`src/source/shift_macros.svh`:
```
//******************************
// Shift unit build parameters
// Widths and extension enable
//******************************

`ifndef SHIFT_MACROS_SVH
`define SHIFT_MACROS_SVH

`define SHIFT_W_DATA 32   // Operand and result width

`define SHIFT_W_SHAMT 5   // log2 of data width

`define SHIFT_EXT_ZBB 1   // Rotates enabled when nonzero

`define SHIFT_W_TAG 4     // Request tag width

`endif

```
`src/source/shift_op_pkg.sv`:
```
//******************************
// Shift unit external types
// Request, response and op codes
//******************************

`include "shift_macros.svh"

package shift_op_pkg;

	// Codes 5 to 7 are undefined
	typedef enum logic [2:0] {
		OP_SLL = 3'd0, // Shift left logical
		OP_SRL = 3'd1, // Shift right logical
		OP_SRA = 3'd2, // Shift right arithmetic
		OP_ROL = 3'd3, // Rotate left
		OP_ROR = 3'd4  // Rotate right
	} shift_op_e;

	typedef struct packed {
		logic [`SHIFT_W_DATA-1:0]  operand; // Value to shift
		logic [`SHIFT_W_SHAMT-1:0] shamt;   // Shift amount
		shift_op_e                 op;      // Operation
		logic [`SHIFT_W_TAG-1:0]   tag;     // Echoed in response
	} shift_req_t;

	typedef struct packed {
		logic [`SHIFT_W_DATA-1:0] result;  // Shifted value
		logic [`SHIFT_W_TAG-1:0]  tag;     // From request
		logic                     illegal; // Op not supported
	} shift_resp_t;

endpackage

```
`src/source/shift_pipe_pkg.sv`:
```
//******************************
// Shift unit stage payloads
// Decoded barrel controls
//******************************

`include "shift_macros.svh"

package shift_pipe_pkg;

	// Carried from decode into the barrel stage
	typedef struct packed {
		logic [`SHIFT_W_DATA-1:0]  operand;     // Zero for illegal ops
		logic [`SHIFT_W_SHAMT-1:0] shamt;       // Shift amount
		logic                      right_nleft; // Right shift or rotate
		logic                      rotate;      // Wrap bits around
		logic                      arith;       // Sign fill
		logic [`SHIFT_W_TAG-1:0]   tag;         // Request tag
		logic                      illegal;     // Flag for response
	} shift_ctrl_t;

endpackage

```
`src/source/shift_req_ingress.sv`:
```
//******************************
// Shift request ingress
// Four-phase receiver with one
// entry buffer to valid/ready
//******************************

`timescale 1ns/1ps

`default_nettype none

module shift_req_ingress (
	input  logic                    clk,
	input  logic                    rst_n,
	input  logic                    req,
	input  shift_op_pkg::shift_req_t req_data,
	output logic                    ack,
	output logic                    out_valid,
	output shift_op_pkg::shift_req_t out_data,
	input  logic                    out_ready
);

	import shift_op_pkg::*;

	typedef enum logic {
		hs_idle,  // Waiting for req high
		hs_acked  // ack high, waiting for req low
	} hs_state_e;

	hs_state_e  hs_state;
	logic       buf_valid; // Buffer holds an item
	shift_req_t buf_data;
	logic       capture;

	assign capture = req && !buf_valid && (hs_state == hs_idle); // Take new request

	always_ff @(posedge clk) begin
		if (!rst_n) begin
			hs_state  <= hs_idle;
			buf_valid <= 1'b0;
		end else begin
			if (out_valid && out_ready) // Downstream took it
				buf_valid <= 1'b0;
			if (capture) begin
				buf_valid <= 1'b1;
				hs_state  <= hs_acked; // ack rises on capture edge
			end else if (hs_state == hs_acked && !req) begin
				hs_state  <= hs_idle; // Requester released
			end
		end
	end

	always_ff @(posedge clk) begin
		if (capture)
			buf_data <= req_data; // Latch request payload
	end

	assign ack       = (hs_state == hs_acked);
	assign out_valid = buf_valid;
	assign out_data  = buf_data;

endmodule

`default_nettype wire

```
`src/source/shift_decode.sv`:
```
//******************************
// Shift op decode
// Op code to barrel controls
//******************************

`timescale 1ns/1ps

`include "shift_macros.svh"

`default_nettype none

module shift_decode (
	input  logic                       in_valid,
	input  shift_op_pkg::shift_req_t   in_data,
	output logic                       in_ready,
	output logic                       out_valid,
	output shift_pipe_pkg::shift_ctrl_t out_data,
	input  logic                       out_ready
);

	import shift_op_pkg::*;
	import shift_pipe_pkg::*;

	localparam bit ext_zbb = (`SHIFT_EXT_ZBB != 0); // Rotates built in

	logic right_nleft;
	logic rotate;
	logic arith;
	logic illegal;

	always_comb begin
		right_nleft = 1'b0;
		rotate      = 1'b0;
		arith       = 1'b0;
		illegal     = 1'b0;
		case (in_data.op)
			OP_SLL: ;                                  // Plain left shift
			OP_SRL: right_nleft = 1'b1;
			OP_SRA: begin
				right_nleft = 1'b1;
				arith       = 1'b1;                    // Only SRA fills with sign
			end
			OP_ROL: begin
				rotate  = 1'b1;
				illegal = !ext_zbb;
			end
			OP_ROR: begin
				right_nleft = 1'b1;
				rotate      = 1'b1;
				illegal     = !ext_zbb;
			end
			default: illegal = 1'b1;                   // Undefined code
		endcase
	end

	assign out_data = '{
		operand:     illegal ? '0 : in_data.operand, // Zero result when illegal
		shamt:       in_data.shamt,
		right_nleft: right_nleft,
		rotate:      rotate,
		arith:       arith,
		tag:         in_data.tag,
		illegal:     illegal
	};

	assign out_valid = in_valid; // Combinational stage
	assign in_ready  = out_ready;

endmodule

`default_nettype wire

```
`src/source/pipe_stage_reg.sv`:
```
//******************************
// Pipeline stage register
// One entry valid/ready slot
//******************************

`timescale 1ns/1ps

`default_nettype none

module pipe_stage_reg #(
	parameter type payload_t = logic
) (
	input  logic     clk,
	input  logic     rst_n,
	input  logic     in_valid,
	input  payload_t in_data,
	output logic     in_ready,
	output logic     out_valid,
	output payload_t out_data,
	input  logic     out_ready
);

	logic     full;     // Slot occupied
	payload_t data_q;

	// Free now or draining this cycle
	assign in_ready = !full || out_ready;

	always_ff @(posedge clk) begin
		if (!rst_n)
			full <= 1'b0;
		else if (in_ready)
			full <= in_valid; // Refill or go empty
	end

	always_ff @(posedge clk) begin
		if (in_valid && in_ready)
			data_q <= in_data;
	end

	assign out_valid = full;
	assign out_data  = data_q;

endmodule

`default_nettype wire

```
`src/source/shift_barrel.sv`:
```
//******************************
// Shift barrel
// Log shifter with bit reversal
// for right shifts and rotates
//******************************

`timescale 1ns/1ps

`include "shift_macros.svh"

`default_nettype none

module shift_barrel (
	input  logic                       in_valid,
	input  shift_pipe_pkg::shift_ctrl_t in_data,
	output logic                       in_ready,
	output logic                       out_valid,
	output shift_op_pkg::shift_resp_t  out_data,
	input  logic                       out_ready
);

	import shift_op_pkg::*;
	import shift_pipe_pkg::*;

	localparam int w_data  = `SHIFT_W_DATA;
	localparam int w_shamt = `SHIFT_W_SHAMT;

	logic [w_data-1:0] din_rev;   // Operand in left-shift order
	logic [w_data-1:0] accum;     // Running layer result
	logic [w_data-1:0] shifted;   // Back in natural order
	logic              sign_fill; // Ones shifted in for SRA

	assign sign_fill = in_data.arith && in_data.operand[w_data-1];

	always_comb begin
		for (int i = 0; i < w_data; i++)
			din_rev[i] = in_data.right_nleft ? in_data.operand[w_data-1-i] : in_data.operand[i];

		accum = din_rev;
		// One layer per shamt bit, each a shift by a power of two
		for (int k = 0; k < w_shamt; k++) begin
			if (in_data.shamt[k]) begin
				accum = (accum << (1 << k))
					| ({w_data{sign_fill}} & ~({w_data{1'b1}} << (1 << k)))       // Sign bits
					| ({w_data{in_data.rotate}} & (accum >> (w_data - (1 << k)))); // Wrap
			end
		end

		for (int i = 0; i < w_data; i++)
			shifted[i] = in_data.right_nleft ? accum[w_data-1-i] : accum[i];
	end

	assign out_data = '{
		result:  shifted,
		tag:     in_data.tag,
		illegal: in_data.illegal
	};

	assign out_valid = in_valid; // Handshake passes straight through
	assign in_ready  = out_ready;

endmodule

`default_nettype wire

```
`src/source/shift_resp_egress.sv`:
```
//******************************
// Shift response egress
// Four-phase sender holding
// one result until released
//******************************

`timescale 1ns/1ps

`default_nettype none

module shift_resp_egress (
	input  logic                     clk,
	input  logic                     rst_n,
	input  logic                     in_valid,
	input  shift_op_pkg::shift_resp_t in_data,
	output logic                     in_ready,
	output logic                     resp_req,
	output shift_op_pkg::shift_resp_t resp_data,
	input  logic                     resp_ack
);

	import shift_op_pkg::*;

	typedef enum logic [1:0] {
		eg_idle,    // Empty, accepting
		eg_req,     // resp_req high, waiting for ack
		eg_release  // resp_req low, waiting for ack low
	} eg_state_e;

	eg_state_e   eg_state;
	shift_resp_t data_q;
	logic        load;

	assign in_ready = (eg_state == eg_idle);
	assign load     = in_valid && in_ready;

	always_ff @(posedge clk) begin
		if (!rst_n) begin
			eg_state <= eg_idle;
		end else begin
			case (eg_state)
				eg_idle:    if (load) eg_state <= eg_req;           // resp_req rises
				eg_req:     if (resp_ack) eg_state <= eg_release;   // resp_req falls
				eg_release: if (!resp_ack) eg_state <= eg_idle;     // Ready next cycle
				default:    eg_state <= eg_idle;
			endcase
		end
	end

	always_ff @(posedge clk) begin
		if (load)
			data_q <= in_data; // Stable until the next load
	end

	assign resp_req  = (eg_state == eg_req);
	assign resp_data = data_q;

endmodule

`default_nettype wire

```
`src/source/shift_unit_top.sv`:
```
//******************************
// Shift execution unit
// Ingress, decode, barrel and
// egress with stage registers
//******************************

`timescale 1ns/1ps

`default_nettype none

module shift_unit_top (
	input  logic                     clk,
	input  logic                     rst_n,
	input  logic                     req,
	input  shift_op_pkg::shift_req_t  req_data,
	output logic                     ack,
	output logic                     resp_req,
	output shift_op_pkg::shift_resp_t resp_data,
	input  logic                     resp_ack
);

	import shift_op_pkg::*;
	import shift_pipe_pkg::*;

	logic        ing_valid, ing_ready;  // Ingress to decode
	shift_req_t  ing_data;
	logic        dec_valid, dec_ready;  // Decode to stage 1
	shift_ctrl_t dec_data;
	logic        ctl_valid, ctl_ready;  // Stage 1 to barrel
	shift_ctrl_t ctl_data;
	logic        bar_valid, bar_ready;  // Barrel to stage 2
	shift_resp_t bar_data;
	logic        res_valid, res_ready;  // Stage 2 to egress
	shift_resp_t res_data;

	shift_req_ingress ingress0 (
		.clk(clk), .rst_n(rst_n), .req(req), .req_data(req_data), .ack(ack),
		.out_valid(ing_valid), .out_data(ing_data), .out_ready(ing_ready)
	);

	shift_decode decode0 (
		.in_valid(ing_valid), .in_data(ing_data), .in_ready(ing_ready),
		.out_valid(dec_valid), .out_data(dec_data), .out_ready(dec_ready)
	);

	pipe_stage_reg #(.payload_t(shift_ctrl_t)) stage_ctrl0 (
		.clk(clk), .rst_n(rst_n),
		.in_valid(dec_valid), .in_data(dec_data), .in_ready(dec_ready),
		.out_valid(ctl_valid), .out_data(ctl_data), .out_ready(ctl_ready)
	);

	shift_barrel barrel0 (
		.in_valid(ctl_valid), .in_data(ctl_data), .in_ready(ctl_ready),
		.out_valid(bar_valid), .out_data(bar_data), .out_ready(bar_ready)
	);

	pipe_stage_reg #(.payload_t(shift_resp_t)) stage_resp0 (
		.clk(clk), .rst_n(rst_n),
		.in_valid(bar_valid), .in_data(bar_data), .in_ready(bar_ready),
		.out_valid(res_valid), .out_data(res_data), .out_ready(res_ready)
	);

	shift_resp_egress egress0 (
		.clk(clk), .rst_n(rst_n),
		.in_valid(res_valid), .in_data(res_data), .in_ready(res_ready),
		.resp_req(resp_req), .resp_data(resp_data), .resp_ack(resp_ack)
	);

endmodule

`default_nettype wire

```
`config.mk`:
```
export PLATFORM = sky130hd
export DESIGN_NAME = shift_unit_top
export DESIGN_NICKNAME = d
export VERILOG_FILES = /design/src/source/shift_op_pkg.sv /design/src/source/shift_pipe_pkg.sv /design/src/source/shift_req_ingress.sv /design/src/source/shift_decode.sv /design/src/source/pipe_stage_reg.sv /design/src/source/shift_barrel.sv /design/src/source/shift_resp_egress.sv /design/src/source/shift_unit_top.sv
export VERILOG_INCLUDE_DIRS = /design/src /design/src/source
export SDC_FILE = /design/constraint.sdc
export NUM_CORES = 1
export LEC_CHECK = 0
export ABC_AREA = 1
export BUFFER_PORTS_ARGS = -buffer_cell sky130_fd_sc_hd__buf_2
export CAP_MARGIN = 5
export CORE_MARGIN = 8
export CORE_UTILIZATION = 49
export DETAILED_ROUTE_END_ITERATION = 16
export GPL_ROUTABILITY_DRIVEN = 0
export PLACE_DENSITY = 0.71
export SYNTH_ARGS = -nofsm -noshare
export SYNTH_HDL_FRONTEND = slang
export SYNTH_HIERARCHICAL = 1
export SYNTH_SLANG_ARGS = --single-unit
```
`constraint.sdc`:
```
create_clock -name clk -period 3.4 [get_ports clk]
set_input_delay 0.68 -clock clk [delete_from_list [all_inputs] [get_ports clk]]
set_output_delay 0.68 -clock clk [all_outputs]
set_load 0.02 [all_outputs]
```
Word level (Yosys, flattened, before mapping)
Index checks and enable logic that the tools add are counted.
{ "op_classes": {"bitwise": 16, "muxes": 81, "eq_ne": 9, "reduce_logical": 21} }
{ "op_table": {"columns": ["operator", "count"], "rows": [
  ["$mux W32", 5],
  ["$or A32 B32 Y32", 5],
  ["$mux W1", 72],
  ["$and A32 B1 Y32", 1],
  ["$and A32 B16 Y32", 1],
  ["$and A32 B2 Y32", 1],
  ["$and A32 B4 Y32", 1],
  ["$and A32 B8 Y32", 1],
  ["$or A32 B1 Y32", 1],
  ["$or A32 B16 Y32", 1],
  ["$or A32 B2 Y32", 1],
  ["$or A32 B4 Y32", 1],
  ["$or A32 B8 Y32", 1],
  ["$logic_and A1 B1 Y1", 7],
  ["$eq A3 B2 Y1 const B", 2],
  ["$mux W2", 3],
  ["$pmux W2 S3", 1],
  ["$reduce_or A5 Y1", 1],
  ["$logic_not A1 Y1", 4],
  ["$ne A2 B2 Y1 const B", 2],
  ["$reduce_bool A2 Y1", 2],
  ["$eq A3 B1 Y1 const B", 1],
  ["$eq A3 B3 Y1 const B", 1],
  ["$logic_not A3 Y1", 1],
  ["other kinds (9)", 10]
]} }
{ "word_totals": {"output_inout_bits": 39, "inputBits": 48, "reg_bits": 169, "word_cells": 149} }

Longest topological paths before layout
{ "logic_depth": {"depth_word": 17, "ltp_mapped": 14, "ltp_nobuf": 14} }

Cells and area by module
The synthesis kept the hierarchy.
{ "modules_own_cells": {"columns": ["mod", "cells_each", "instances", "seq_area_each_um2", "area_per_inst_um2"], "rows": [
  ["shift_barrel", 645, 1, 0.0, 2931.6],
  ["shift_req_ingress", 56, 1, 1361.3, 1405.1],
  ["pipe_stage_reg at stage_ctrl0", 52, 1, 1371.3, 1402.6],
  ["shift_resp_egress", 51, 1, 1151.1, 1213.7],
  ["pipe_stage_reg at stage_resp0", 44, 1, 1131.1, 1162.4],
  ["shift_decode", 94, 1, 0.0, 451.7]
]} }

Worst setup path before layout
Ideal clock, no wire load.
{ "synth_path": {"path_type": "register -> register", "startpoint": "register egress0.eg_state[1]", "endpoint": "register stage_ctrl0.data_q (netlist bit stage_ctrl0/out_data[0]), enable pin", "t_required_ns": 2.938, "path_stages_with_launch": 7, "n_path_buf": 1, "setup_ns": 0.462, "period_less_slack_ns": 3.376, "path_slack_ns": 0.024, "arrival_ns": 2.914, "path_cell_list": "dfxtp_1 nor2_2 inv_2 nand2_2 buf_4 inv_2 a21oi_1"} }
{ "synth_between": {"elab_chain_cells": 4} }
{ "synth_lines": {"columns": ["item", "line", "rtl"], "rows": [
  ["from (decl)", "shift_resp_egress.sv:30", "eg_state_e eg_state;"],
  ["from (signal assigned)", "shift_resp_egress.sv:39", "eg_state <= eg_idle;"],
  ["from (signal assigned)", "shift_resp_egress.sv:42", "eg_idle: if (load) eg_state <= eg_req;"],
  ["from (signal assigned)", "shift_resp_egress.sv:43", "eg_req: if (resp_ack) eg_state <= eg_release;"],
  ["$logic_not A2 Y1", "shift_resp_egress.sv:34", "assign in_ready = (eg_state == eg_idle);"],
  ["named net res_ready", "shift_unit_top.sv:33", "logic res_valid, res_ready;"],
  ["$logic_or A1 B1 Y1", "pipe_stage_reg.sv:27", "assign in_ready = !full || out_ready;"],
  ["named net bar_ready", "shift_unit_top.sv:31", "logic bar_valid, bar_ready;"],
  ["$logic_or A1 B1 Y1", "pipe_stage_reg.sv:27", null],
  ["$logic_and A1 B1 Y1", "pipe_stage_reg.sv:37", "if (in_valid && in_ready)"],
  ["to (signal assigned)", "pipe_stage_reg.sv:38", "data_q <= in_data;"],
  ["to (decl)", "pipe_stage_reg.sv:24", "payload_t data_q;"]
]} }
The timed path passes the listed nets, and every way through them passes these cells.
A chain may end at the register's enable or synchronous reset.

==> impl_metrics.ini <==
[floorplan]
initial_utilization_pct = 49.9
die_width_um = 148
die_y_um = 148
die_area_um2 = 22000
io_pins = 87
coreArea_um2 = 17200
rows = 48

[routing]
wl_per_cell_um = 14.4
first_iter_violations = 755
firstDrtPassIters = 6
drc = 0
viasPerCell = 5.34
vias = 6564
ant_nets = 0
drt_wl_total_mm = 17.7

[worst_setup_path]
start_kind = flip-flop
worstSetupPathType = reg2reg
cp.required_ns = 3.58
endpoint_kind = flip-flop
cp_max_fo = 33
cp.arrival_ns = 2.56

[logic_synthesis]
yosys_warnings = 6
syn_area_um2 = 8570
yosys.cell_types.count = 20
synthCells = 942
ys_seq_area_share_pct = 58.5
synth.ff_latch_count = 169
synthesis.nets = 990
syn_area_per_cell_um2 = 9.09

[clocking]
postCtsSetupRepairBufs = 0
cts_sinks = 169
clk_pin_slew_ns = 0.06
htree_num_levels = 4
ctsHoldBuffers = 0
cts-root-buf = clkbuf_16
ctsResizeCount = 0
clockBufferDepth = 2
numCtsBuffers = 17
clkLatencyLatePin_ns = 0.43
tritoncts = yes

[sta]
hold_viol = 0
maxSlewHeadroom_pct = 24.5
tightestPinTransition_ns = 1.13
fmax_mhz = 420
setup_viol = 0
period_minus_slack_ns = 2.38
finalSetupTns_ns = 0
grt_setup_unrepaired = false
fin_crit_sh_pct = 70.0
setup_ws_ns = 1.02
fin_skew_ns = 0.00680
drv_slew = 0

[pwr]
leakagePower_nw = 4.15
p_per_area_nw_per_um2 = 512
ir_drop_v = 0.000368

[global_route]
grt_pass1_vias = 6057
grt_max_degree = 65
track_usage_pct = 16.9
grt_overflow = 0
grt_pass1_wl_mm = 29.7
grt_antenna_before_repair = 0

[finish]
n_antenna_cell = 0
mostFrequentLayoutCells = 305 x nand3_1, 274 x nand2_1, 163 x edfxtp_1
fillers = 1543
area_growth_pct = 11.7
stdcell_count = 1230
nets = 1040
final_area_um2 = 9570
mostFrequentLayoutCell = nand3_1
post-route-util_pct = 55.7
drive_above_1_share_pct = 15.9

[placement]
port_buffers = 86
dp_hpwl_mm = 12.9
place_area_um2 = 8970
dp_cells = 1198
pre_cts_slack_ns = 1.11

[hold_path]
worstHoldPathType = reg2reg

[outcome]
run_status = complete, no violations

[run]
cap_violations = 0
-- worst max-delay path, cell delays in order (launching register included) --
cell and delay, ns:
edfxtp_1 0.38, buf_4 0.25, inv_2 0.45, nand3_1 0.21, nand3_1 0.15, nand3_1 0.12
nand3_1 0.14, nand2_1 0.09, nand2_1 0.11, nand2_1 0.07, nand3_1 0.08, nand2_1 0.07
-- stage by stage --
step	hold WS [ns]	power [mW]
after floorplan	0.400	2.87
after global placement	0.402	2.97
after detailed placement	0.406	2.98
after global routing	0.393	5.11
after CTS	0.396	4.94
final	0.412	4.90
-- sequential cells by signal, summed over array words and instances, names as in the netlist --
register,count
stage_resp0/out_data,37
egress0/eg_state,2
egress0/resp_data,37
ingress0/out_data,44
stage_resp0/out_valid,1
ingress0/ack,1
stage_ctrl0/out_valid,1
stage_ctrl0/out_data,45
ingress0/out_valid,1
-- kinds of logic after synthesis --
group	Yosys count	share of synthesized area, %
and+or+nand+nor	636	33.0
AOI/OAI and AO/OA	7	0.584
buffers and inverters	130	7.89
DFF	169	58.5
-- synth_stat cells --
cell type | number | area share [%]
inv_2 | 4 | 0.18
nor3b_1 | 1 | 0.088
clkbuf_1 | 5 | 0.22
nand3b_1 | 1 | 0.088
nor2_2 | 4 | 0.29
inv_1 | 55 | 2.4
buf_4 | 24 | 2.1
nor2_4 | 1 | 0.13
nand3_1 | 305 | 18
a21oi_2 | 4 | 0.41
edfxtp_1 | 163 | 57
dfxtp_1 | 6 | 1.4
buf_12 | 1 | 0.23
nand2_1 | 274 | 12
a21oi_1 | 3 | 0.18
nand2_2 | 13 | 0.95
buf_2 | 23 | 1.3
buf_1 | 11 | 0.48
nor2_1 | 37 | 1.6
buf_6 | 7 | 0.92
-- where the power goes --
part / internal (mW) / switching (mW) / total (mW)
logic: 0.165 / 0.362 / 0.527
clock network: 1.16 / 0.791 / 1.95
registers: 2.39 / 0.0310 / 2.42
total: 3.71 / 1.18 / 4.90
-- final cells by class --
class                           instances  area (um2)  area share [%]
Inverter                               59         221            2.31
Clock inverter                         14         171            1.79
Clock buffer                           18         429            4.49
Timing Repair Buffer                  102         551            5.75
Tap cell                              225         282            2.94
Multi-Input combinational cell        643        2900            30.3
Sequential cell                       169        5010            52.4
-- layer usage --
metal,global-route usage (%),routed length [um]
met2,24.9,7860
met3,4.53,1340
met5,0,0
met4,7.80,466
met1,22.8,8020
-- worst paths after layout --
kind | startpoint | to | slack, ns | cells past startpoint
hold / removal | stage_ctrl0/out_data[1] | stage_resp0/out_data[1] | 0.41 | 0
setup reg to reg | stage_ctrl0/out_data[8] | stage_resp0/out_data[7] | 1.02 | 11
setup / recovery | stage_ctrl0/out_data[8] | stage_resp0/out_data[7] | 1.02 | 11
hold reg to reg | stage_ctrl0/out_data[1] | stage_resp0/out_data[1] | 0.41 | 0
Power figures use the tool's default switching activity.
